==> src/verilog/dcache_pkg.sv <==
package dcache_pkg;

    // cache geometry
    localparam int num_ways   = 2;
    localparam int num_sets   = 16;
    localparam int line_words = 4;
    localparam int index_bits = $clog2(num_sets);
    localparam int tag_bits   = 32 - index_bits - 4;   // 4 bits of line offset

    typedef enum logic [1:0] {
        size_byte = 2'd0,
        size_half = 2'd1,
        size_word = 2'd2
    } access_size_e;

    typedef struct packed {
        logic [tag_bits-1:0]   tag;
        logic [index_bits-1:0] index;
        logic [1:0]            word_off;
        logic [1:0]            byte_off;
    } addr_fields_t;

    // cpu address, read raw or split into fields
    typedef union packed {
        logic [31:0]  raw;
        addr_fields_t f;
    } cache_addr_u;

    typedef struct packed {
        logic         write;
        access_size_e size;
        logic         signed_ext;
        cache_addr_u  addr;
        logic [31:0]  wdata;     // low justified
    } cpu_req_t;

    typedef struct packed {
        logic [31:0] rdata;
        logic        misaligned;
    } cpu_resp_t;

    typedef logic [line_words-1:0][31:0] cache_line_t;

    typedef struct packed {
        logic        cyc;
        logic        stb;
        logic        we;
        logic [31:0] adr;
        logic [31:0] dat;
        logic [3:0]  sel;
    } wb_m2s_t;

    typedef struct packed {
        logic [31:0] dat;
        logic        ack;
    } wb_s2m_t;

endpackage

==> src/verilog/wb_arbiter.sv <==
`timescale 1ns/1ps

module wb_arbiter (
    input  logic                clk,
    input  logic                rst,
    input  dcache_pkg::wb_m2s_t wbk_bus,
    input  dcache_pkg::wb_m2s_t fill_bus,
    output logic                wbk_ack,
    output logic                fill_ack,
    output dcache_pkg::wb_m2s_t wb_out,
    input  dcache_pkg::wb_s2m_t wb_in
);

    logic locked;
    logic owner;     // 0 writeback, 1 refill

    always_ff @(posedge clk) begin
        if (rst) begin
            locked <= 1'b0;
            owner  <= 1'b0;
        end else if (!locked) begin
            // idle bus, writeback first
            if (wbk_bus.cyc) begin
                locked <= 1'b1;
                owner  <= 1'b0;
            end else if (fill_bus.cyc) begin
                locked <= 1'b1;
                owner  <= 1'b1;
            end
        end else if (!(owner ? fill_bus.cyc : wbk_bus.cyc)) begin
            locked <= 1'b0;   // holder dropped cyc
        end
    end

    always_comb begin
        if (!locked) wb_out = '0;
        else if (owner) wb_out = fill_bus;
        else wb_out = wbk_bus;
    end

    assign wbk_ack  = locked && !owner && wb_in.ack;
    assign fill_ack = locked && owner && wb_in.ack;

    // granted beat held on the bus until ack
    assert property (@(posedge clk) disable iff (rst)
        wb_out.stb && !wb_in.ack |=> $stable(wb_out));

endmodule
==> config.mk <==
export PLATFORM = sky130hd
export DESIGN_NAME = wb_arbiter
export DESIGN_NICKNAME = d
export VERILOG_FILES = /design/src/verilog/dcache_pkg.sv /design/src/verilog/wb_arbiter.sv
export SDC_FILE = /design/constraint.sdc
export NUM_CORES = 1
export LEC_CHECK = 0
export BUFFER_PORTS_ARGS = -buffer_cell sky130_fd_sc_hd__buf_2
export CELL_PAD_IN_SITES_DETAIL_PLACEMENT = 1
export CELL_PAD_IN_SITES_GLOBAL_PLACEMENT = 2
export CORE_UTILIZATION = 10
export CTS_BUF_LIST = sky130_fd_sc_hd__clkbuf_16
export DETAILED_ROUTE_END_ITERATION = 16
export PLACE_DENSITY_LB_ADDON = 0.1
export SETUP_SLACK_MARGIN = 0.1
export SKIP_CTS_REPAIR_TIMING = 1
export SLEW_MARGIN = 20
export SYNTH_ARGS = -nofsm -noshare
export SYNTH_HDL_FRONTEND = slang
export SYNTH_SLANG_ARGS = --single-unit
==> constraint.sdc <==
create_clock -name clk -period 1.25 [get_ports clk]
set_input_delay 0.1875 -clock clk [delete_from_list [all_inputs] [get_ports clk]]
set_output_delay 0.1875 -clock clk [all_outputs]
set_load 0.1 [all_outputs]
==> results of run 1 <==
==> metrics by stage <==
step / instance area (um2) / utilization, %
finish: 3900 / 33.5
floorplan: 1300 / -
global placement: 3660 / 31.4
detailed placement: 3660 / 31.4
global route: 3900 / 33.5
CTS: 3740 / 32.1
==> synthesized netlist by cell type (all sizes together) <==
| master | n | area, um2 |
|---|---|---|
| nor2 | 72 | 270 |
| mux2i | 71 | 711 |
| buf | 9 | 121 |
| clkbuf | 6 | 22.5 |
| and3 | 2 | 12.5 |
| dfxtp | 2 | 40.0 |
| inv | 2 | 7.50 |
| a211oi | 1 | 12.5 |
| a221oi | 1 | 15.0 |
| nand2b | 1 | 6.26 |
==> area by class of cell <==
class / count / area share [%]
clock inverter: 1 / 0.0962
tap: 143 / 4.59
multi-input combinational: 148 / 30.8
timing repair buffer: 229 / 61.2
clock buffer: 3 / 1.92
inverter: 2 / 0.257
sequential: 2 / 1.12
==> flip-flops by register name, indices dropped and copies added, names as in the netlist <==
name    cells
locked      1
owner       1
==> worst paths after layout <==
kind | from | to | slack (ns)
worst min register to register | locked | locked | 0.58
worst min-delay path | rst | owner | 0.15
worst max register to register | owner | locked | 0.11
worst max-delay path | owner | wb_out[67] | -0.36
==> worst register-to-register path, delay by kind of cell (launching register included) <==
family	cells	cell delay [ns]
flip-flops	1	0.43
buffers and inverters	2	0.33
multiplexers	1	0.09
AO/OA/AOI/OAI	1	0.21
==> cell families (layout without fill, tap and decap cells) <==
kind of cell	after synthesis	after routing
buffers and inverters	17	235
AOI/OAI and AO/OA	2	2
and+or+nand+nor	75	75
DFF	2	2
muxes	71	71
==> routing by layer <==
layer | up-vias | GRT usage (%)
met5 | - | 0
met4 | 0 | 2.13
met3 | 4 | 3.56
met2 | 120 | 22.1
met1 | 925 | 11.3
li1 | 1004 | -
==> power groups by stage <==
| stage | sequential, mW | combinational (mW) | clock (mW) |
|---|---|---|---|
| detailed placement | 0.0788 | 2.66 | 0 |
| global route | 0.0809 | 2.83 | 0.511 |
| global placement | 0.0781 | 2.64 | 0 |
| CTS | 0.0783 | 2.66 | 0.499 |
| finish | 0.0800 | 2.72 | 0.490 |
| floorplan | 0.0736 | 1.61 | 0 |
==> results.yml, run 1 <==
drt:
  wire_per_inst_um: 14.2
  met1_length_um: 2660
  wl_met2_um: 4040
  top_layer: "met4"
  via_per_inst: 3.89
  route.met3.wl_um: 744
  antenna_left: 0
  drt_iter0_markers: 50
  drc: 0
  num_vias: 2053
  drt_pass1_iterations: 4
  routed_wirelength_um: 7470
sta:
  max_freq_ghz: 0.623
  period_share_pct: 128
  period_minus_slack_ns: 1.61
  slew_headroom_pct: 82.9
  setup_viol: 73
  fin_setup_tns_ns: -20.70
  worst_pin_slew_ns: 0.250
  setup_slack_ns: -0.356
  rsz0062_at_grt: "yes"
  hold_ws_ns: 0.150
  fin_skew_ns: 0.00490
  finalMaxSlewViolations: 0
  finalHoldViolCount: 0
finish:
  final_cell_mix: "144 x buf_2, 80 x buf_12, 61 x mux2i_1, 42 x nor2_1, 25 x nor2_2"
  multi_input_area_um2: 1200
  drive_gt1_share_pct: 72.5
  layout_commonest_cell: "buf_2"
  fin_cells: 528
  nets: 563
  n_fill_cell: 1349
  regArea_um2: 43.8
  area_growth_pct: 220
  diodes: 0
floorplanning:
  core-area_um2: 11700
  die_w_um: 112
  ios: 250
  dieArea_um2: 12600
  die_y_um: 112
  rows: 39
  initial_core_util_pct: 10.4
logic_synthesis:
  yosys.area_share.simple_pct: 23.7
  postSynthNetCount: 344
  syn_avg_cell_area_um2: 7.30
  synthCells: 167
  synthXorXnorAreaFrac_pct: 0
  synthAdderAreaFrac_pct: 0
  syn_area_um2: 1220
  ys_seq_area_share_pct: 3.29
  synth_compound_gate_area_share_pct: 2.26
  ys_warn_count: 0
  synth_top_family_by_area: "multiplexers"
  synthDistinctLibCells: 13
  synthMuxAreaShare_pct: 58.3
  ys_seq_elements: 2
critical_path:
  critPathRequiredTime_ns: 1.06
  critical_path_class: "reg2out"
  path_depth: 5
  crit_family: "buffers and inverters"
  start_kind: "flop"
  path_cells: "buf_12 -> clkbuf_16 -> mux2i_1 -> nor2_1 -> buf_12"
  cp.arrival_ns: 1.42
  crit_top_cell: "buf_12"
  path_max_fanout: 6
  cp_slowest_cell: "dfxtp_4"
  rr_worst_depth: 4
  cp_num_buf_inv: 3
  max_stage_delay_ns: 0.39
  critPathCaptureType: "output port"
clock_network:
  clk_pin_slew_ns: 0.03
  numCtsBuffers: 3
  clockBufferDepth: 2
  cts_tree: "done"
  root_buffer: "clkbuf_16"
  cts_max_level: 1
  insertion_delay_ns: 0.22
  cts.sinks: 2
placement:
  gp_congestion: 0.699
  io_buffers: 217
  post-dp-hpwl_um: 6280
  dp_cells: 521
  dpl_worst_slack_ns: -0.122
hold_path:
  hold_path.class: "in2reg"
  hold_depth: 2
pwr:
  p_per_area_nw_per_um2: 843
  p_sw_mw: 1.78
  p_int_mw: 1.51
  power_frac_comb_pct: 82.7
  leakage_nw: 1.71
  clkPwrFrac_pct: 14.9
  p_sw_share_pct: 54.0
  vdd_ir_drop_max_mv: 0.384
  p_seq_share_pct: 2.4
  power_mw: 3.29
global_route:
  grt_max_degree: 41
  overflow: 0
  grt.total_usage_pct: 11.1
  antenna_found_initial: 0
  grt_pass1_vias: 2204
  grt_first_pass_wirelength_um: 11200
run_status:
  violations: "setup timing"
  status: "finished with violations"
job:
  cap_viol_max_count: 0
(Power assumes the default switching activity.)
==> run 2, diff against run 1 <==
==> constraint.sdc (replaced) <==
create_clock -name clk -period 1.25 [get_ports clk]
set_input_delay 0.125 -clock clk [delete_from_list [all_inputs] [get_ports clk]]
set_output_delay 0.125 -clock clk [all_outputs]
set_load 0.1 [all_outputs]
==> run 2 against run 1 <==
Net effect:
- the run still ends with setup timing left
- clock-buffer cell count stayed put
- die area stayed put
- sequential power is 5.3% lower
- non-clock buffer count is 9 higher
- critical path depth stayed put
- first-iteration DRC count is 38% lower
- flip-flop and latch count stayed put
- highest routed layer unchanged
==> results.yml, run 2 (synthesized netlist as in run 1, its figures left out) <==
run_status:
  status: "finished with violations"
  violations: "setup timing"
drt:
  wire_per_inst_um: 14.7
  drc: 0
  antenna_left: 0
  drt_pass1_iterations: 4
  num_vias: 2093
  via_per_inst: 3.90
  routed_wirelength_um: 7890
  drt_iter0_markers: 31
global_route:
  grt.total_usage_pct: 10.9
  antenna_found_initial: 0
  overflow: 0
  grt_max_degree: 41
  grt_first_pass_wirelength_um: 10900
  grt_pass1_vias: 2205
finish:
  drive_gt1_share_pct: 80.7
  layout_commonest_cell: "buf_2"
  final_area_um2: 4190
  final_cell_mix: "144 x buf_2, 80 x buf_12, 46 x mux2i_1, 36 x nor2_2, 27 x nor2_1"
  area_growth_pct: 244
  top_regs: "locked: 1 flops, owner: 1 flops"
  diodes: 0
  n_fill_cell: 1343
  nets: 572
placement:
  gp_congestion: 0.698
  placed_area_um2: 3650
  post-dp-hpwl_um: 6110
  io_buffers: 217
floorplanning:
  core-area_um2: 11700
  ios: 250
  die_y_um: 112
  dieArea_um2: 12600
  initial_core_util_pct: 10.4
  die_w_um: 112
  rows: 39
critical_path:
  cp.arrival_ns: 1.40
  start_kind: "flop"
  crit_family: "buffers and inverters"
  critPathRequiredTime_ns: 1.12
  cp_num_buf_inv: 3
  cp_slowest_cell: "dfxtp_4"
  path_cells: "buf_4 -> clkbuf_16 -> mux2i_1 -> nor2_1 -> buf_12"
  path_max_fanout: 5
  max_stage_delay_ns: 0.36
  critPathCaptureType: "output port"
  critical_path_class: "reg2out"
  reg2reg_slack_ns: 0.07
clock_network:
  cts_max_level: 1
  clk_pin_slew_ns: 0.03
  cts_tree: "done"
  clockBufferDepth: 2
  cts.sinks: 2
  root_buffer: "clkbuf_16"
  numCtsBuffers: 3
  insertion_delay_ns: 0.23
pwr:
  vdd_ir_drop_max_mv: 0.381
  p_per_area_nw_per_um2: 824
  leakage_nw: 1.80
sta:
  finalMaxSlewViolations: 0
  slew_headroom_pct: 81.8
  setup_viol: 73
  max_freq_ghz: 0.654
  setup_slack_ns: -0.279
  period_minus_slack_ns: 1.53
  fin_setup_tns_ns: -17.59
  worst_pin_slew_ns: 0.273
  hold_ws_ns: 0.0760
  finalHoldViolCount: 0
  rsz0062_at_grt: "yes"
  fin_skew_ns: 0.00351
  period_share_pct: 122
hold_path:
  hold_path.class: "in2reg"
job:
  cap_viol_max_count: 0
## run 2: changes by cell type in the layout (fill, tap and decap cells not counted), moves of 2 or more
cell | previous run | this run
mux2i_2 | 7 | 18
mux2i_1 | 61 | 46
buf_4 | 2 | 5
clkbuf_16 | 4 | 7
buf_8 | 1 | 3
mux2i_4 | 3 | 7
nor2_2 | 25 | 36
nor2_1 | 42 | 27
nor2_4 | 5 | 9
## run 2: per-stage QoR
stage | utilization, % | std cells | setup slack [ns] | power (mW)
detailed placement | 31.3 | 521 | -0.0506 | 2.72
finish | 35.9 | 537 | -0.279 | 3.45
global route | 35.9 | 537 | -0.332 | 3.58
floorplan | - | 167 | -0.840 | 1.68
global placement | 31.3 | 521 | -0.0443 | 2.71
CTS | 31.9 | 525 | -0.307 | 3.24
## run 2: routing by layer
layer	wire length, um	vias up	global-route usage, %	share of wire [%]
li1	-	1021	-	-
met1	2870	949	11.1	36
met5	0	-	0	0
met3	644	6	3.13	8.2
met4	62	0	2.67	0.79
met2	4320	117	21.4	55
## run 2: cell type report
type / count / area [um2] / area share [%]
clock inverter: 1 / 3.75 / 0.0896
timing repair buffer: 238 / 2530 / 60.3
inverter: 2 / 10.0 / 0.239
sequential: 2 / 43.8 / 1.05
clock buffer: 3 / 75.1 / 1.79
tap: 143 / 179 / 4.27
multi-input combinational: 148 / 1350 / 32.2
## run 2: path summary, 6_finish.rpt
kind | cells past startpoint | endpoint | start
worst max-delay path | 5 | wb_out[22] | owner
worst min-delay path | 2 | owner | rst
worst max register to register | 5 | locked | owner
worst min register to register | 2 | locked | locked
## run 2: worst register-to-register path, stage by stage, from the launching register on
cell	delay (ns)
dfxtp_4	0.36
buf_12	0.15
buf_6	0.12
mux2i_4	0.18
buf_4	0.14
a211oi_2	0.15
## run 2: where the power goes
group | internal, mW | leakage (nW) | switching [mW] | total (mW)
Combinational | 1.13 | 1.74 | 1.75 | 2.88
Clock | 0.412 | 0.0423 | 0.0862 | 0.498
Sequential | 0.0689 | 0.0173 | 0.00691 | 0.0758
