==> src/verilog/dcache_pkg.sv <==
package dcache_pkg;

    // cache geometry
    localparam int num_ways   = 2;
    localparam int num_sets   = 16;
    localparam int line_words = 4;
    localparam int index_bits = $clog2(num_sets);
    localparam int tag_bits   = 32 - index_bits - 4;   // 4 bits of line offset

    typedef enum logic [1:0] {
        size_byte = 2'd0,
        size_half = 2'd1,
        size_word = 2'd2
    } access_size_e;

    typedef struct packed {
        logic [tag_bits-1:0]   tag;
        logic [index_bits-1:0] index;
        logic [1:0]            word_off;
        logic [1:0]            byte_off;
    } addr_fields_t;

    // cpu address, read raw or split into fields
    typedef union packed {
        logic [31:0]  raw;
        addr_fields_t f;
    } cache_addr_u;

    typedef struct packed {
        logic         write;
        access_size_e size;
        logic         signed_ext;
        cache_addr_u  addr;
        logic [31:0]  wdata;     // low justified
    } cpu_req_t;

    typedef struct packed {
        logic [31:0] rdata;
        logic        misaligned;
    } cpu_resp_t;

    typedef logic [line_words-1:0][31:0] cache_line_t;

    typedef struct packed {
        logic        cyc;
        logic        stb;
        logic        we;
        logic [31:0] adr;
        logic [31:0] dat;
        logic [3:0]  sel;
    } wb_m2s_t;

    typedef struct packed {
        logic [31:0] dat;
        logic        ack;
    } wb_s2m_t;

endpackage

==> src/verilog/line_writeback.sv <==
`timescale 1ns/1ps

module line_writeback (
    input  logic                    clk,
    input  logic                    rst,
    input  logic                    load,
    input  dcache_pkg::cache_line_t line_in,
    input  logic [31:0]             line_addr,
    output logic                    busy,
    output dcache_pkg::wb_m2s_t     wb_out,
    input  logic                    wb_ack
);
    import dcache_pkg::*;

    cache_line_t line_q;
    logic [31:0] addr_q;
    logic [1:0]  beat;

    always_ff @(posedge clk) begin
        if (rst) begin
            busy <= 1'b0;
            beat <= 2'd0;
        end else if (load) begin
            busy <= 1'b1;
            beat <= 2'd0;
        end else if (busy && wb_ack) begin
            beat <= beat + 2'd1;
            if (beat == 2'd3) busy <= 1'b0;    // last beat
        end
    end

    always_ff @(posedge clk) begin
        if (load) begin
            line_q <= line_in;
            addr_q <= line_addr;
        end
    end

    always_comb begin
        wb_out.cyc = busy;
        wb_out.stb = busy;
        wb_out.we  = 1'b1;
        wb_out.adr = {addr_q[31:4], beat, 2'b00};
        wb_out.dat = line_q[beat];
        wb_out.sel = 4'hf;
    end

endmodule

==> config.mk <==
export PLATFORM = sky130hd
export DESIGN_NAME = line_writeback
export DESIGN_NICKNAME = d
export VERILOG_FILES = /design/src/verilog/dcache_pkg.sv /design/src/verilog/line_writeback.sv
export SDC_FILE = /design/constraint.sdc
export NUM_CORES = 1
export LEC_CHECK = 0
export BUFFER_PORTS_ARGS = -buffer_cell sky130_fd_sc_hd__buf_4
export CAP_MARGIN = 20
export CORE_MARGIN = 1.5
export CORE_UTILIZATION = 48
export CTS_BUF_LIST = sky130_fd_sc_hd__clkbuf_16
export DETAILED_ROUTE_END_ITERATION = 10
export HOLD_SLACK_MARGIN = 0.08
export PLACE_DENSITY = 0.91
export RECOVER_POWER = 25
export SLEW_MARGIN = 20
export SYNTH_ARGS = -nofsm -noshare
export SYNTH_HDL_FRONTEND = slang
export SYNTH_SLANG_ARGS = --single-unit
==> constraint.sdc <==
create_clock -name clk -period 1.6 [get_ports clk]
set_input_delay 0.32 -clock clk [delete_from_list [all_inputs] [get_ports clk]]
set_output_delay 0.32 -clock clk [all_outputs]
set_load 0.005 [all_outputs]
==> impl_metrics.env, run 1 <==
export IMPL_ctsResizeCount=41
export IMPL_ys_types=19
export IMPL_synthMostInstantiatedCell="edfxtp_1"
export IMPL_async_flop_share_pct=0
export IMPL_portBuffers=224
export IMPL_cts_sinks=159
export IMPL_clock_path_buffers=2
export IMPL_die_w_um=112
export IMPL_numCtsBuffers=17
export IMPL_synth_area_per_cell_sq_um=26.0
export IMPL_yosys_warnings=0
export IMPL_fp_row_count=39
export IMPL_gp_congestion=0.752
export IMPL_synth_seq_cells=159
export IMPL_ios=236
export IMPL_initial_core_util_pct=49.7
export IMPL_outcome="did not finish"
export IMPL_cts_hold_buf=127
export IMPL_dp_hpwl_um=8520
export IMPL_yosys_top_cells_area="edfxtp_1 82%, mux4_2 11%, mux4_1 1.8%"
export IMPL_pre_cts_ws_ps=-52.0
export IMPL_h_tree_depth=4
export IMPL_dp_cells=590
export IMPL_yosys_top_cells_count="156 x edfxtp_1, 28 x mux4_2, 9 x buf_4"
export IMPL_synth_top_area_cell="edfxtp_1"
export IMPL_synth_main_ff_cell="edfxtp_1"
export IMPL_netlist_instances=220
export IMPL_synth_edf_count=156
export IMPL_root_buffer="clkbuf_16"
export IMPL_haltStage="clock tree synthesis"
export IMPL_die_h_um=112
export IMPL_netlist_area_sq_um=5720
export IMPL_cts_setup_buffers=4
export IMPL_error="[ERROR RSZ-0060] Max buffer count reached."
export IMPL_synth_seq_area_share_pct=83.0
export IMPL_synth_top_area_share_pct=81.9
[stage by stage]
stage / area [sq um] / util, %
2_1_floorplan: 5740 / -
3_3_place_gp: 7610 / 66.1
3_5_place_dp: 7610 / 66.1
[cell families after synthesis]
group           Yosys count  synth area share (%)
mux                      32                  12.9
simple gates              3                 0.328
buf+inv                  17                  2.67
compound gates            6                 0.831
flops                   159                  83.0
other cells               2                 0.131
fa+ha+maj                 1                 0.219
==> run 2, diff against run 1 <==
- CORE_UTILIZATION: 48 -> 40
- CTS_BUF_LIST: sky130_fd_sc_hd__clkbuf_16 -> default
- HOLD_SLACK_MARGIN: 0.08 -> default
- PLACE_DENSITY: 0.91 -> default
- PLACE_DENSITY_LB_ADDON: default -> 0.15
==> run 2 against run 1 <==
Synthesized area unchanged. Synthesized cell count unchanged. The flow now finishes, with violations (setup timing).
==> impl_metrics.env, run 2 <==
export IMPL_ant_nets=0
export IMPL_peakVddDrop_uv=923
export IMPL_start_kind="flip-flop"
export IMPL_leakagePower_nw=3.25
export IMPL_cts_tree="done"
export IMPL_synth_main_ff_cell="edfxtp_1"
export IMPL_layout_common_cells="156 x edfxtp_1, 110 x buf_4, 87 x clkbuf_4, 33 x buf_6, 32 x mux4_2"
export IMPL_insertion_delay_ps=420
export IMPL_fp_row_count=43
export IMPL_yosys_top_cells_area="edfxtp_1 82%, mux4_2 11%, mux4_1 1.8%"
export IMPL_hold_end="line_q[63]"
export IMPL_top_layer="met4"
export IMPL_gp_congestion=0.726
export IMPL_max_cap_violations=0
export IMPL_met2_length_um=5910
export IMPL_syn_to_final_growth_pct=46.9
export IMPL_setup_viol=32
export IMPL_synth_edf_count=156
export IMPL_cp_num_buf_inv=2
export IMPL_cp_max_fo=8
export IMPL_cpLargestDelayFamily="multiplexers"
export IMPL_max_flop_register="line_q"
export IMPL_yosys_top_cells_count="156 x edfxtp_1, 28 x mux4_2, 9 x buf_4"
export IMPL_routed_wl_met3_um=1440
export IMPL_netlist_instances=220
export IMPL_die_w_um=123
export IMPL_yosys_warnings=0
export IMPL_r2r_start="beat[1]"
export IMPL_clk_pin_slew_ps=60
export IMPL_die_h_um=123
export IMPL_via_per_inst=4.66
export IMPL_fin_worst_skew_ps=0.0654
export IMPL_root_buffer="clkbuf_16"
export IMPL_synth_top_area_cell="edfxtp_1"
export IMPL_fin_cells=659
export IMPL_pwr_share_comb_pct=8.7
export IMPL_r2r_setup_slack_ps=490
export IMPL_final_common_cell="edfxtp_1"
export IMPL_synth_seq_area_share_pct=83.0
export IMPL_grt_use_total_pct=16.1
export IMPL_hold_viol_final=0
export IMPL_largest_reg_flops=128
export IMPL_cts_sinks=159
export IMPL_powerDensity_nw_per_um2=1160
export IMPL_cp_slowest_cell="mux4_2"
export IMPL_ys_types=19
export IMPL_drv_slew=0
export IMPL_clock_path_buffers=2
export IMPL_p_seq_share_pct=51.7
export IMPL_synth_seq_cells=159
export IMPL_first_global_vias=3267
export IMPL_synth_area_per_cell_sq_um=26.0
export IMPL_drt_pre_antenna_iters=3
export IMPL_period_needed_ps=1990
export IMPL_wire_per_inst_um=17.4
export IMPL_crit_path_cell_trace="buf_12 > mux4_2 > buf_6"
export IMPL_sw_frac_of_total_pct=19.7
export IMPL_grt_start_max_net_pins=36
export IMPL_antenna_cells=0
export IMPL_post_route_period_util_pct=124
export IMPL_portBuffers=224
export IMPL_largestRegisters="line_q (128), addr_q (28), beat (2)"
export IMPL_wl_met1_um=3930
export IMPL_netlist_area_sq_um=5720
export IMPL_grt_pass1_wl_um=17000
export IMPL_final_util_pct=60.3
export IMPL_endpoint_kind="output port"
export IMPL_dp_cells=626
export IMPL_drtIter0Drc=127
export IMPL_worstPathRequired_ps=1280
export IMPL_max_freq_ghz=0.504
export IMPL_worst_slack_ps=-386
export IMPL_die_area_sq_um=15000
export IMPL_h_tree_depth=4
export IMPL_ios=236
export IMPL_holdCritStartpoint="line_in[63]"
export IMPL_grt_overflow_total=0
export IMPL_initial_core_util_pct=41.0
export IMPL_finalNetCount=631
export IMPL_antenna_found_initial=0
export IMPL_holdPathStages=1
export IMPL_vias=3070
export IMPL_clockPowerShare_pct=39.6
export IMPL_layout_drive_gt1_share_pct=63.9
export IMPL_drt_wl_total_um=11400
export IMPL_p_int_w=0.00780
export IMPL_switchingPower_w=0.00191
export IMPL_cp_arrival_ps=1670
export IMPL_rsz0062_at_grt="yes"
export IMPL_worst_setup_path_type="reg2out"
export IMPL_cpPeakStageDelay_ps=530
export IMPL_numCtsBuffers=17
export IMPL_hp_class="in2reg"
export IMPL_outcome="finished, violations left"
export IMPL_synthMostInstantiatedCell="edfxtp_1"
export IMPL_tns_ps=-11670
export IMPL_async_flop_share_pct=0
export IMPL_remaining_drc_errors=0
export IMPL_r2r_end="busy"
export IMPL_r2r_cells=4
export IMPL_violations="setup timing"
export IMPL_core_sq_um=13900
export IMPL_synth_top_area_share_pct=81.9
## run 2: layout make-up
type                       count  area, sq um
fill                        1070         5530
sequential                   159         4750
multi-input combinational     49          826
clock buffer                  18          429
timing repair buffer         239         2030
clock inverter                14          140
tap                          180          225
## run 2: timing repair
| item | 4_1_cts | 5_1_grt |
|---|---|---|
| endpoints found under the setup margin | 32 | 32 |
| setup buffers | 1 | 0 |
| hold buffers | 0 | 0 |
| gates resized for setup | 33 | 11 |
| gates cloned | 1 | 0 |
## run 2: layer usage
metal	vias to the layer above	GRT usage, %
met4	0	7.19
met2	148	25.5
met5	-	0
met3	11	9.57
met1	1503	17.3
li1	1408	-
## run 2: stage by stage
step	setup WS, ps	hold WS (ps)	cell area [sq um]	total power [W]
5_1_grt	-463	53.1	8400	0.0101
3_3_place_gp	-35.1	498	7680	0.00587
4_1_cts	-467	45.0	8390	0.00985
2_1_floorplan	108	419	5740	0.00527
3_5_place_dp	-61.1	499	7680	0.00591
6_report	-386	73.1	8400	0.00971
## run 2: worst max path at each step
stage | slack, ps | cells past startpoint | from | to
after floorplan | 110 | 3 | beat[0] | wb_out[16]
after global placement | -40 | 3 | beat[0] | wb_out[24]
after detailed placement | -60 | 3 | beat[0] | wb_out[24]
after CTS | -470 | 4 | beat[0] | wb_out[29]
after global routing | -460 | 3 | beat[0] | wb_out[34]
final | -390 | 3 | beat[0] | wb_out[5]
## run 2: power groups by stage
stage                     clock [W]  combinational (W)  sequential (W)
after floorplan                   0           0.000182         0.00509
after global placement            0           0.000788         0.00508
after detailed placement          0           0.000806         0.00511
after CTS                   0.00396           0.000861         0.00502
after global routing        0.00410           0.000919         0.00505
final                       0.00385           0.000848         0.00502
## run 2: cell families after synthesis
group | after synthesis | synth area share, %
AO/OA/AOI/OAI | 6 | 0.831
adder cells (fa/ha/maj) | 1 | 0.219
buffers and inverters | 17 | 2.67
flip-flops | 159 | 83.0
multiplexers | 32 | 12.9
other | 2 | 0.131
AND/OR/NAND/NOR | 3 | 0.328
Power figures use the tool's default switching activity.
==> run 3, diff against run 2 <==
- CORE_MARGIN: 1.5 -> 5
- GPL_TIMING_DRIVEN: default -> 0
==> run 3 against run 2 <==
The run still ends with setup timing left. First-iteration DRC count rose by 7.9%. Final area rose by 1.3%. Flip-flop and latch count did not move. Total power rose by 0.30%. Clock skew barely moved. Utilization rose by 0.76 points. Via count rose by 1.7%. Clock power barely moved. Highest routed layer unchanged.
==> impl_metrics.env, run 3 (synthesis gave the netlist of run 2 again) <==
export IMPL_outcome="finished, violations left"
export IMPL_violations="setup timing"
export IMPL_numCtsBuffers=17
export IMPL_die_area_sq_um=16800
export IMPL_max_freq_ghz=0.488
export IMPL_cts_sinks=159
export IMPL_max_cap_violations=0
export IMPL_clk_pin_slew_ps=60
export IMPL_worst_setup_path_type="reg2out"
export IMPL_endpoint_kind="output port"
export IMPL_grt_overflow_total=0
export IMPL_fin_cells=669
export IMPL_final_cell_area_sq_um=8510
export IMPL_ios=236
export IMPL_r2r_end="beat[0]"
export IMPL_drv_slew=0
export IMPL_die_h_um=130
export IMPL_syn_to_final_growth_pct=48.7
export IMPL_largest_reg_flops=128
export IMPL_antenna_found_initial=0
export IMPL_holdPathStages=1
export IMPL_largestRegisters="line_q (128), addr_q (28), beat (2)"
export IMPL_hold_viol_final=0
export IMPL_worstPathRequired_ps=1280
export IMPL_die_w_um=130
export IMPL_r2r_cells=5
export IMPL_r2r_start="beat[0]"
export IMPL_grt_pass1_wl_um=18100
export IMPL_cts_tree="done"
export IMPL_remaining_drc_errors=0
export IMPL_worst_slack_ps=-449
export IMPL_first_global_vias=3424
export IMPL_portBuffers=224
export IMPL_drt_pre_antenna_iters=4
export IMPL_tns_ps=-13470
export IMPL_pre_cts_ws_ps=-253
export IMPL_wire_per_inst_um=18.5
export IMPL_clock_path_buffers=2
export IMPL_hold_ws_ps=80.0
export IMPL_vias=3123
export IMPL_max_flop_register="line_q"
export IMPL_layout_drive_gt1_share_pct=64.6
export IMPL_hp_class="in2reg"
export IMPL_cp_max_fo=5
export IMPL_drt_wl_total_um=12400
export IMPL_final_common_cell="edfxtp_1"
export IMPL_leakagePower_nw=3.32
export IMPL_powerDensity_nw_per_um2=1140
export IMPL_hold_end="line_q[16]"
export IMPL_grt_use_total_pct=14.9
export IMPL_layout_common_cells="156 x edfxtp_1, 124 x buf_4, 86 x clkbuf_4, 32 x mux4_2, 30 x buf_6"
export IMPL_peakVddDrop_uv=1090
export IMPL_antenna_cells=0
export IMPL_dpl_cell_area_sq_um=7680
export IMPL_insertion_delay_ps=410
export IMPL_holdCritStartpoint="line_in[16]"
export IMPL_finalNetCount=642
export IMPL_gp_congestion=0.706
export IMPL_r2r_setup_slack_ps=440
export IMPL_post_route_period_util_pct=128
export IMPL_via_per_inst=4.67
export IMPL_rsz0062_at_grt="yes"
export IMPL_fin_worst_skew_ps=0.255
export IMPL_cts_hold_buf=0
export IMPL_core_sq_um=13900
export IMPL_root_buffer="clkbuf_16"
export IMPL_dp_cells=630
export IMPL_fp_row_count=43
export IMPL_ant_nets=0
export IMPL_initial_core_util_pct=41.0
export IMPL_period_needed_ps=2050
export IMPL_setup_viol=32
export IMPL_cp_arrival_ps=1730
export IMPL_start_kind="flip-flop"
export IMPL_grt_start_max_net_pins=100
export IMPL_dp_hpwl_um=8790
export IMPL_h_tree_depth=4
export IMPL_drtIter0Drc=137
run 3: layout make-up:
cell class	instances	area, sq um
tap	180	225
timing repair buffer	234	1970
fill	1019	5430
sequential	159	4750
buffer	16	170
clock buffer	18	429
multi-input combinational	49	826
clock inverter	13	138
run 3: through the flow:
step	power, W	utilization, %
2_1_floorplan	0.00527	-
3_3_place_gp	0.00588	54.9
3_5_place_dp	0.00592	55.1
4_1_cts	0.00987	60.4
5_1_grt	0.0101	61.0
6_report	0.00974	61.0
run 3: worst max path at each step:
stage,start,endpoint,slack [ps],cells after the start
after floorplan,beat[0],wb_out[16],110,3
after global placement,load,beat[0],-570,3
after detailed placement,beat[1],wb_out[11],-250,4
after CTS,beat[0],wb_out[28],-480,4
after global routing,beat[0],wb_out[29],-510,4
final,beat[0],wb_out[25],-450,4
run 3: where the power goes:
group / switching (W) / internal (W) / total [W] / leakage (nW)
Sequential: 0.0000835 / 0.00494 / 0.00502 / 1.55
Combinational: 0.000275 / 0.000586 / 0.000861 / 1.49
Clock: 0.00157 / 0.00229 / 0.00386 / 0.276
Total: 0.00193 / 0.00781 / 0.00974 / 3.32
run 3: timing repair:
action,in CTS,in global routing
gates cloned,1,3
pin swaps,0,0
endpoints found under the setup margin,32,32
buffers inserted,4,1
gates resized for setup,40,4
run 3: critical path: stages, from the launching register on:
cell       delay, ps
dfxtp_4          380
buf_12           140
clkbuf_16        160
mux4_2           500
buf_6            130
run 3: per-layer routing:
| metal | wire length, um | vias up | track usage, % |
|---|---|---|---|
| met5 | 0 | - | 0 |
| met4 | 192 | 0 | 5.44 |
| met3 | 1560 | 18 | 8.00 |
| met2 | 6200 | 163 | 24.2 |
| met1 | 4440 | 1507 | 16.8 |
| li1 | - | 1435 | - |
