[src/verilog/dcache_pkg.sv]
package dcache_pkg;

    // cache geometry
    localparam int num_ways   = 2;
    localparam int num_sets   = 16;
    localparam int line_words = 4;
    localparam int index_bits = $clog2(num_sets);
    localparam int tag_bits   = 32 - index_bits - 4;   // 4 bits of line offset

    typedef enum logic [1:0] {
        size_byte = 2'd0,
        size_half = 2'd1,
        size_word = 2'd2
    } access_size_e;

    typedef struct packed {
        logic [tag_bits-1:0]   tag;
        logic [index_bits-1:0] index;
        logic [1:0]            word_off;
        logic [1:0]            byte_off;
    } addr_fields_t;

    // cpu address, read raw or split into fields
    typedef union packed {
        logic [31:0]  raw;
        addr_fields_t f;
    } cache_addr_u;

    typedef struct packed {
        logic         write;
        access_size_e size;
        logic         signed_ext;
        cache_addr_u  addr;
        logic [31:0]  wdata;     // low justified
    } cpu_req_t;

    typedef struct packed {
        logic [31:0] rdata;
        logic        misaligned;
    } cpu_resp_t;

    typedef logic [line_words-1:0][31:0] cache_line_t;

    typedef struct packed {
        logic        cyc;
        logic        stb;
        logic        we;
        logic [31:0] adr;
        logic [31:0] dat;
        logic [3:0]  sel;
    } wb_m2s_t;

    typedef struct packed {
        logic [31:0] dat;
        logic        ack;
    } wb_s2m_t;

endpackage

[src/verilog/dcache_ctrl.sv]
`timescale 1ns/1ps

module dcache_ctrl (
    input  logic                      clk,
    input  logic                      rst,
    input  dcache_pkg::cpu_req_t      req,
    input  logic                      valid,
    output logic                      ready,
    output dcache_pkg::cpu_resp_t     resp,
    output logic                      data_valid,
    output logic [dcache_pkg::index_bits-1:0] rd_index,
    input  logic [dcache_pkg::num_ways-1:0][dcache_pkg::tag_bits-1:0] rd_tags,
    input  logic [dcache_pkg::num_ways-1:0] rd_valid,
    input  logic [dcache_pkg::num_ways-1:0] rd_dirty,
    input  dcache_pkg::cache_line_t [dcache_pkg::num_ways-1:0] rd_lines,
    input  logic                      rd_lru,
    output logic                      wr_en,
    output logic                      wr_way,
    output logic [dcache_pkg::index_bits-1:0] wr_index,
    output dcache_pkg::cache_line_t   wr_line,
    output logic [15:0]               wr_byte_en,
    output logic [dcache_pkg::tag_bits-1:0] wr_tag,
    output logic                      wr_valid,
    output logic                      wr_dirty,
    output logic                      wr_lru,
    output logic                      wbk_load,
    output dcache_pkg::cache_line_t   wbk_line,
    output logic [31:0]               wbk_addr,
    input  logic                      wbk_busy,
    output logic                      fill_start,
    output logic [31:0]               fill_addr,
    input  logic                      fill_done,
    input  dcache_pkg::cache_line_t   fill_line
);
    import dcache_pkg::*;

    typedef enum logic [1:0] {s_run, s_evict, s_start, s_fill} state_e;

    state_e      state;
    cpu_req_t    rq;          // buffered request
    logic        pending;
    logic        victim;
    logic [num_ways-1:0] way_hit;
    logic        hit, hit_way, misaligned, miss, need_wb, pick;
    logic [3:0]  word_en;
    logic [15:0] store_en;
    logic [31:0] store_word, shifted;
    cache_line_t src_line, merged;

    assign rd_index = rq.addr.f.index;
    assign wr_index = rq.addr.f.index;

    always_comb begin
        for (int w = 0; w < num_ways; w++) begin
            way_hit[w] = rd_valid[w] && (rd_tags[w] == rq.addr.f.tag);
        end
    end
    assign hit     = |way_hit;
    assign hit_way = way_hit[1];

    // decode size into lane enables and replicated store data
    always_comb begin
        case (rq.size)
            size_byte: begin
                misaligned = 1'b0;
                word_en    = 4'b0001 << rq.addr.f.byte_off;
                store_word = {4{rq.wdata[7:0]}};
            end
            size_half: begin
                misaligned = rq.addr.f.byte_off[0];
                word_en    = 4'b0011 << rq.addr.f.byte_off;
                store_word = {2{rq.wdata[15:0]}};
            end
            default: begin
                misaligned = rq.addr.f.byte_off != 2'd0;
                word_en    = 4'b1111;
                store_word = rq.wdata;
            end
        endcase
    end

    assign store_en = rq.write ? (16'(word_en) << {rq.addr.f.word_off, 2'b00}) : 16'd0;
    assign miss     = pending && !misaligned && !hit;
    assign ready    = (state == s_run) && !miss;

    // invalid way first, else lru
    assign pick    = !rd_valid[0] ? 1'b0 : (!rd_valid[1] ? 1'b1 : rd_lru);
    assign need_wb = rd_valid[victim] && rd_dirty[victim];

    assign wbk_line  = rd_lines[victim];
    assign wbk_addr  = {rd_tags[victim], rq.addr.f.index, 4'b0000};
    assign fill_addr = {rq.addr.f.tag, rq.addr.f.index, 4'b0000};

    // load path, the refilled line stands in for the array on a miss
    assign src_line = (state == s_fill) ? fill_line : rd_lines[hit_way];
    assign shifted  = src_line[rq.addr.f.word_off] >> {rq.addr.f.byte_off, 3'b000};

    always_comb begin
        case (rq.size)
            size_byte: resp.rdata = {{24{rq.signed_ext & shifted[7]}}, shifted[7:0]};
            size_half: resp.rdata = {{16{rq.signed_ext & shifted[15]}}, shifted[15:0]};
            default:   resp.rdata = shifted;
        endcase
        resp.misaligned = misaligned;
    end

    always_comb begin
        for (int b = 0; b < 16; b++) begin
            merged[b/4][(b%4)*8 +: 8] = store_en[b] ? store_word[(b%4)*8 +: 8]
                                                    : fill_line[b/4][(b%4)*8 +: 8];
        end
    end

    always_comb begin
        data_valid = 1'b0;
        wr_en      = 1'b0;
        wr_way     = hit_way;
        wr_line    = {line_words{store_word}};
        wr_byte_en = store_en;         // zero on a load hit, lru only
        wr_tag     = rq.addr.f.tag;
        wr_valid   = 1'b1;
        wr_dirty   = rd_dirty[hit_way] | rq.write;
        wr_lru     = !hit_way;
        wbk_load   = 1'b0;
        fill_start = 1'b0;
        case (state)
            s_run: begin
                if (pending && (misaligned || hit)) begin
                    data_valid = 1'b1;
                    wr_en      = !misaligned;
                end
            end
            s_evict: begin
                if (!need_wb) fill_start = 1'b1;
                else if (!wbk_busy) wbk_load = 1'b1;
            end
            s_start: fill_start = 1'b1;
            s_fill: begin
                if (fill_done) begin
                    data_valid = 1'b1;
                    wr_en      = 1'b1;
                    wr_way     = victim;
                    wr_line    = merged;
                    wr_byte_en = '1;
                    wr_dirty   = rq.write;
                    wr_lru     = !victim;
                end
            end
            default: ;
        endcase
    end

    always_ff @(posedge clk) begin
        if (rst) begin
            state   <= s_run;
            pending <= 1'b0;
            victim  <= 1'b0;
        end else begin
            case (state)
                s_run: begin
                    if (miss) begin
                        state  <= s_evict;
                        victim <= pick;
                    end else begin
                        pending <= valid;
                    end
                end
                s_evict: begin
                    if (!need_wb) state <= s_fill;
                    else if (!wbk_busy) state <= s_start;
                end
                s_start: state <= s_fill;
                s_fill: begin
                    if (fill_done) begin
                        state   <= s_run;
                        pending <= 1'b0;
                    end
                end
                default: state <= s_run;
            endcase
        end
    end

    always_ff @(posedge clk) begin
        if (valid && ready) rq <= req;
    end

    assert property (@(posedge clk) disable iff (rst) data_valid |-> pending);

    // one refill at a time
    assert property (@(posedge clk) disable iff (rst)
        fill_start |=> (!fill_start throughout fill_done[->1]));

endmodule

[config.mk]
export PLATFORM = sky130hd
export DESIGN_NAME = dcache_ctrl
export DESIGN_NICKNAME = d
export VERILOG_FILES = /design/src/verilog/dcache_pkg.sv /design/src/verilog/dcache_ctrl.sv
export SDC_FILE = /design/constraint.sdc
export NUM_CORES = 1
export LEC_CHECK = 0
export BUFFER_PORTS_ARGS = -buffer_cell sky130_fd_sc_hd__buf_4
export CORE_AREA = 2 2 360 362
export CTS_CLUSTER_DIAMETER = 60
export DETAILED_ROUTE_END_ITERATION = 8
export DIE_AREA = 0 0 362 364
export HOLD_SLACK_MARGIN = 0.12
export PLACE_DENSITY = 0.3
export SLEW_MARGIN = 10
export SYNTH_ARGS = -nofsm -noshare
export SYNTH_HDL_FRONTEND = slang
export SYNTH_SLANG_ARGS = --single-unit
[constraint.sdc]
create_clock -name clk -period 4.5 [get_ports clk]
set_input_delay 0.675 -clock clk [delete_from_list [all_inputs] [get_ports clk]]
set_output_delay 0.675 -clock clk [all_outputs]
set_load 0.03 [all_outputs]
==> run_results.csv, run 1 <==
group,metric,value,unit
grt,grt_pass1_vias,15420,
grt,grt_first_pass_wirelength,150.8,mm
final_layout,fin_area,22300,sq um
outcome,violations,"negative setup slack",
grt,grt_usage,17.28,%
synthesis,yosysTopAreaCell,"mux2_2",
synthesis,synth_seq_cells,72,
sta,worst_slack,-0.3604,ns
sta,setup_violations,31,
setup_path,worstSetupEndpointType,"primary output",
setup_path,arrival,4.19,ns
final_layout,area_growth,95.43,%
power,switching_share,54.83,%
final_layout,fillers,14660,
synthesis,yosysUniqueCellTypes,62,
synthesis,yosys.area.top_type_share,22.30,%
clock_network,htree_levels,3,
sta,max_freq,0.2057,GHz
synthesis,yosysWarnings,0,
sta,slew_headroom,32.99,%
synthesis,yosysMostFrequentCell,"mux2_2",
setup_path,cp_max_fo,5,
sta,finClkSkew,0.01983,ns
clock_network,cts_sinks,72,
placement,place.gp.congestion,0.9000,
placement,io_buffers,910,
routing,vias,14730,
routing,dr.pass1.iters,5,
die,die_w,362,um
synthesis,synthFlopType,"edfxtp_1",
placement,placed_area,21000,sq um
sta,worst_pin_slew,1.005,ns
final_layout,nNetsFinal,2784,
clock_network,clock_path_buffers,2,
outcome,status,"complete, but fails checks",
power,p_leak,9.312,nW
die,ios,920,
routing,viasPerCell,3.724,
setup_path,path_cells,"xnor2_2, buf_4, nand4_1, or4_4, nor2_4, buf_12, buf_12, mux4_2, mux4_2, mux2i_4, buf_6, a22oi_2, buf_6",
setup_path,max_stage_delay,0.62,ns
synthesis,netlist_area,11410,sq um
synthesis,yosys-top-cells-count,"mux2_2 (226), nor2_1 (129), o21ai_0 (108)",
die,die-area,131800,sq um
synthesis,synth_edf_count,68,
grt,grt-ovfl-total,0,
routing,final_antenna_net_count,0,
worst_hold_path,min_path_type,"in2reg",
power,p_seq_share,12.8,%
routing,initialDrtViolationCount,664,
setup_path,cpMaxStageDelayCell,"or4_4",
sta,grt_setup_unrepaired,"yes",
sta,report.final.slew_viol_count,0,
flow_run,maxCapViolCount,0,
synthesis,synthArstFlopShare,0,%
grt,grt_max_degree,60,
clock_network,cts_root_buf,"clkbuf_16",
routing,route.detailed.drc,0,
die,rows,132,
die,coreArea,128300,sq um
sta,final.min_clock_period,4.860,ns
power,power.switching,0.004836,W
sta,fin_crit_sh,108.0,%
clock_network,clk_latency,0.41,ns
setup_path,path_delay_family,"multiplexers",
setup_path,path_buf_inv,5,
grt,antenna_found_initial,30,
synthesis,yosysSeqAreaShare,18.60,%
placement,dp_hpwl,103.8,mm
synthesis,avgSynthCellArea,8.724,sq um
setup_path,regToRegSetupSlack,0.85,ns
setup_path,start_kind,"register",
final_layout,post-route-util,17.38,%
setup_path,critPathKind,"reg2out",
sta,final-hold-violation-count,0,
clock_network,clk_pin_slew,0.09,ns
power,share_comb_of_total_power,78.0,%
die,die_h,364,um
power,power_density,395.5,nW/um^2
synthesis,synth_area_leaders,"mux2_2 (22%), edfxtp_1 (18%), mux4_2 (9.3%), mux2i_1 (6.4%), buf_4 (5.1%)",
final_layout,drive_gt1_share,66.46,%
clock_network,numCtsBuffers,9,
power,clkPwrFrac,9.2,%
power,intPower,0.003984,W
clock_network,cts_tree,"yes",
synthesis,netlist_instances,1308,
routing,route.final.wire_length,119.3,mm
die,start_util,8.892,%
power,ir_worst_vdd,0.1539,mV
routing,detail_route.wl_per_cell,30.17,um
setup_path,worstPathRequired,3.83,ns
==> flip-flops by register name, summed over array words and instances, names as in the netlist <==
signal	flops
rq	40
fill_addr	28
victim	1
state	2
pending	1
==> stage by stage <==
| stage | worst slack [ns] | hold WS, ns | std cells | total power, W | setup TNS (ns) |
|---|---|---|---|---|---|
| 2_1_floorplan | 0.1456 | 0.4806 | 1315 | 0.004481 | 0 |
| 3_3_place_gp | -0.8489 | 0.5623 | 3908 | 0.007941 | -18.22 |
| 3_5_place_dp | -0.8776 | 0.5685 | 3908 | 0.007914 | -19.60 |
| 4_1_cts | -0.4762 | 0.3695 | 3946 | 0.008970 | -10.49 |
| 5_1_grt | -0.4889 | 0.4039 | 3950 | 0.009273 | -11.76 |
| 6_report | -0.3604 | 0.4325 | 3955 | 0.008820 | -7.453 |
==> routing by layer <==
layer  global-route usage (%)  up-vias  share of wire [%]  wire length (um)
li1                         -     6788                  -                 -
met5                        0        -               0.15               179
met2                    30.45      594                 50             59080
met3                    3.937       72                5.8              6937
met4                    2.827       28                1.4              1646
met1                    21.63     7247                 43             51480
==> power groups by stage <==
| stage | sequential [W] | clock [W] | combinational [W] |
|---|---|---|---|
| 4_1_cts | 0.00114 | 0.000880 | 0.00695 |
| 3_5_place_dp | 0.00115 | 0 | 0.00676 |
| 6_report | 0.00113 | 0.000808 | 0.00688 |
| 5_1_grt | 0.00115 | 0.000871 | 0.00725 |
| 3_3_place_gp | 0.00115 | 0 | 0.00679 |
| 2_1_floorplan | 0.00105 | 0 | 0.00343 |
==> worst reg2reg max path: cells and delay by family, from the launching register on <==
kind	cells	cell delay, ns
AND/OR/NAND/NOR	5	1.29
buffers and inverters	5	0.93
XOR/XNOR	1	0.23
flip-flops	1	0.46
AO/OA/AOI/OAI	1	0.35
==> layout make-up <==
cell class                      instances  area (sq um)  share of cell area, %
Clock buffer                            9         225.2                  1.010
Inverter                               13         51.30                 0.2300
Multi-Input combinational cell       1053          8733                  39.16
Antenna cell                            5         12.51                0.05611
Sequential cell                        72          2126                  9.533
Tap cell                             1675          2096                  9.398
Clock inverter                          7         73.82                 0.3310
Timing Repair Buffer                 1121          8982                  40.28
==> kinds of logic after synthesis <==
| kind of cell | Yosys count | share of synthesized area, % |
|---|---|---|
| other cells | 2 | 0.06581 |
| simple gates | 331 | 13.30 |
| buf+inv | 190 | 9.572 |
| compound gates | 315 | 16.36 |
| fa+ha+maj | 4 | 0.4386 |
| mux | 346 | 37.98 |
| xor+xnor | 48 | 3.684 |
| flops | 72 | 18.60 |
==> placed cells by master (no fill, tap or decap), drive strengths merged, types with 9 or more instances in the layout <==
master / synthesis / layout
buf: 102 / 1118
mux2: 226 / 226
nor2: 130 / 130
o21ai: 127 / 127
nand2: 92 / 92
a21oi: 89 / 89
mux2i: 73 / 73
edfxtp: 68 / 68
nand3: 59 / 59
mux4: 47 / 47
xnor2: 26 / 26
a31oi: 24 / 24
xor2: 22 / 22
inv: 13 / 17
nand4: 13 / 13
clkbuf: 75 / 11
o21a: 9 / 9
conb: 2 / 9
a311oi: 9 / 9
==> final timing paths <==
| path | startpoint | endpoint | depth (start not counted) |
|---|---|---|---|
| setup / recovery | fill_addr[29] | resp[4] | 13 |
| hold / removal | req[36] | fill_addr[4] | 1 |
| setup reg to reg | fill_addr[29] | rq[4] | 12 |
| hold reg to reg | state[1] | state[1] | 2 |
==> what timing repair did <==
action	in CTS	in global routing
hold buffers	0	0
gates cloned	4	2
setup buffers	19	7
setup endpoints to repair	43	32
pin swaps	25	16
hold endpoints to repair	0	0
resized for setup	108	51
No activity file was read; power rests on OpenSTA's default activity.
==> run 2: changes to the inputs <==
--- a/config.mk
+++ b/config.mk
@@ -6,10 +6,10 @@
 export NUM_CORES = 1
 export LEC_CHECK = 0
 export BUFFER_PORTS_ARGS = -buffer_cell sky130_fd_sc_hd__buf_4
-export CORE_AREA = 2 2 360 362
+export CORE_AREA = 2 2 361 363
 export CTS_CLUSTER_DIAMETER = 60
 export DETAILED_ROUTE_END_ITERATION = 8
-export DIE_AREA = 0 0 362 364
+export DIE_AREA = 0 0 363 365
 export HOLD_SLACK_MARGIN = 0.12
 export PLACE_DENSITY = 0.3
 export SLEW_MARGIN = 10
==> constraint.sdc (replaced) <==
create_clock -name clk -period 5.8 [get_ports clk]
set_input_delay 0.87 -clock clk [delete_from_list [all_inputs] [get_ports clk]]
set_output_delay 0.87 -clock clk [all_outputs]
set_load 0.03 [all_outputs]
==> run 2 against run 1 <==
The run now ends clean. Count of clock-buffer cells in the layout stayed put. Sequential share of layout area up 0.85 points. Worst hold slack better by 0.13 ns. Critical endpoint is now resp[14]. Highest routed layer unchanged.
==> run_results.csv, run 2 (synthesized netlist as in run 1, its figures left out) <==
group,metric,value,unit
placement,io_buffers,910,
die,die_h,365,um
grt,antenna_found_initial,30,
final_layout,final_cell_mix,"buf_4 (977), mux2_2 (226), nor2_1 (127)",
routing,detail_route.wl_per_cell,30.52,um
worst_hold_path,min_path_type,"reg2reg",
setup_path,arrival,4.79,ns
setup_path,path_delay_family,"simple AND/OR/NAND/NOR gates",
setup_path,worstPathRequired,4.93,ns
setup_path,worstSetupEndpointType,"primary output",
sta,final-hold-violation-count,0,
clock_network,cts_hold_buffers,0,
sta,slew_headroom,12.22,%
routing,route.final.wire_length,116.6,mm
die,die_w,363,um
final_layout,final_common_cell,"buf_4",
grt,grt-ovfl-total,0,
grt,grt_usage,16.62,%
sta,report.final.slew_viol_count,0,
final_layout,largest_reg_flops,40,
placement,place.gp.congestion,0.8494,
flow_run,maxCapViolCount,0,
sta,grt_setup_unrepaired,"no",
placement,dp.cells,3799,
die,rows,132,
grt,grt_pass1_vias,14870,
sta,fin_tns_setup,0,ns
sta,final.min_clock_period,5.660,ns
clock_network,cts_sinks,72,
power,ir_worst_vdd,0.1176,mV
routing,dr.pass1.iters,5,
sta,max_freq,0.1767,GHz
setup_path,critPathKind,"in2out",
clock_network,clock_path_buffers,2,
die,ios,920,
placement,pre_cts_ws,-0.1548,ns
routing,route.detailed.drc,0,
final_layout,post-route-util,15.92,%
final_layout,regMostFlops,"rq",
final_layout,instances_no_fill,3821,
power,total_power,0.006473,W
setup_path,cp_max_fo,16,
sta,fin_crit_sh,97.59,%
grt,grt_first_pass_wirelength,145.4,mm
clock_network,cts_tree,"yes",
sta,setup_violations,0,
power,power_density,316.1,nW/um^2
clock_network,numCtsBuffers,9,
setup_path,start_kind,"input port",
grt,grt_max_degree,79,
final_layout,area_growth,79.47,%
routing,viasPerCell,3.736,
sta,worst_pin_slew,1.280,ns
outcome,status,"complete, no violations",
final_layout,nNetsFinal,2650,
power,p_leak,8.362,nW
placement,dp_hpwl,101.2,mm
setup_path,max_stage_delay,0.81,ns
setup_path,regToRegSetupSlack,1.61,ns
final_layout,drive_gt1_share,61.79,%
routing,final_antenna_net_count,0,
setup_path,path_buf_inv,5,
setup_path,cpMaxStageDelayCell,"or4_2",
die,coreArea,128700,sq um
sta,worst_slack,0.1399,ns
sta,finClkSkew,0.01506,ns
clock_network,cts_root_buf,"clkbuf_16",
final_layout,fillers,14810,
routing,vias,14280,
clock_network,clk_latency,0.39,ns
clock_network,htree_levels,3,
die,start_util,8.869,%
routing,initialDrtViolationCount,686,
setup_path,path_cells,"buf_4, xnor2_1, nand4_1, or4_2, nor2_4, buf_12, buf_12, mux2_2, mux4_2, a221oi_1, buf_4, a2bb2oi_1, o21ai_1, buf_4",
die,die-area,132500,sq um
setup_path,cp_common_cell,"buf_4",
clock_network,clk_pin_slew,0.07,ns
run 2: cell types whose count changed in the layout (fill, tap and decap cells not counted), moves of 7 or more:
cell and change:
mux2i_2 -7, o21ai_0 +18, buf_6 -35, o21ai_1 -10
buf_4 -74, mux2i_1 +9, buf_12 -17
run 2: area by class of cell:
class | count | area (sq um) | share of cell area, %
Multi-Input combinational cell | 1053 | 8325 | 40.65
Timing Repair Buffer | 987 | 7535 | 36.79
Sequential cell | 72 | 2126 | 10.38
Tap cell | 1675 | 2096 | 10.23
Clock buffer | 9 | 225.2 | 1.100
Clock inverter | 7 | 107.6 | 0.5254
Inverter | 13 | 52.55 | 0.2566
Antenna cell | 5 | 12.51 | 0.06109
run 2: final timing paths:
kind	startpoint	endpoint	depth (start not counted)
max	rd_tags[29]	resp[14]	14
min	state[1]	state[1]	2
max reg2reg	fill_addr[13]	rq[4]	9
min reg2reg	state[1]	state[1]	2
run 2: timing repair:
item	CTS	global route
buffers inserted	1	0
pin swaps	1	0
gates resized for setup	1	1
endpoints found under the setup margin	3	1
run 2: routing by layer:
layer  wire [um]  GRT usage, %  vias up
met5          51             0        -
met4        2188         3.816        8
met3        6241         2.922       59
met2       56250         28.32      641
met1       51870         21.71     7066
li1            -             -     6501
run 2: worst register-to-register path, delay by kind of cell, from the launching register on:
family | cells | cell delay [ns]
DFF | 1 | 0.49
AOI/OAI and AO/OA | 1 | 0.49
and+or+nand+nor | 5 | 1.69
xor gates and xnor gates | 1 | 0.37
buffers and inverters | 2 | 0.70
run 2: stage by stage:
stage,hold slack (ns),instance area (sq um)
4_1_cts,0.5641,20470
3_5_place_dp,0.5471,20110
6_report,0.5614,20480
5_1_grt,0.6125,20470
2_1_floorplan,0.4806,11440
3_3_place_gp,0.5502,20110
run 2: power by group:
| group | leakage [nW] | total [W] | switching [W] | internal, W |
|---|---|---|---|---|
| combinational | 7.52 | 0.00488 | 0.00314 | 0.00174 |
| clock | 0.161 | 0.000690 | 0.000303 | 0.000387 |
| sequential | 0.682 | 0.000903 | 0.000172 | 0.000731 |
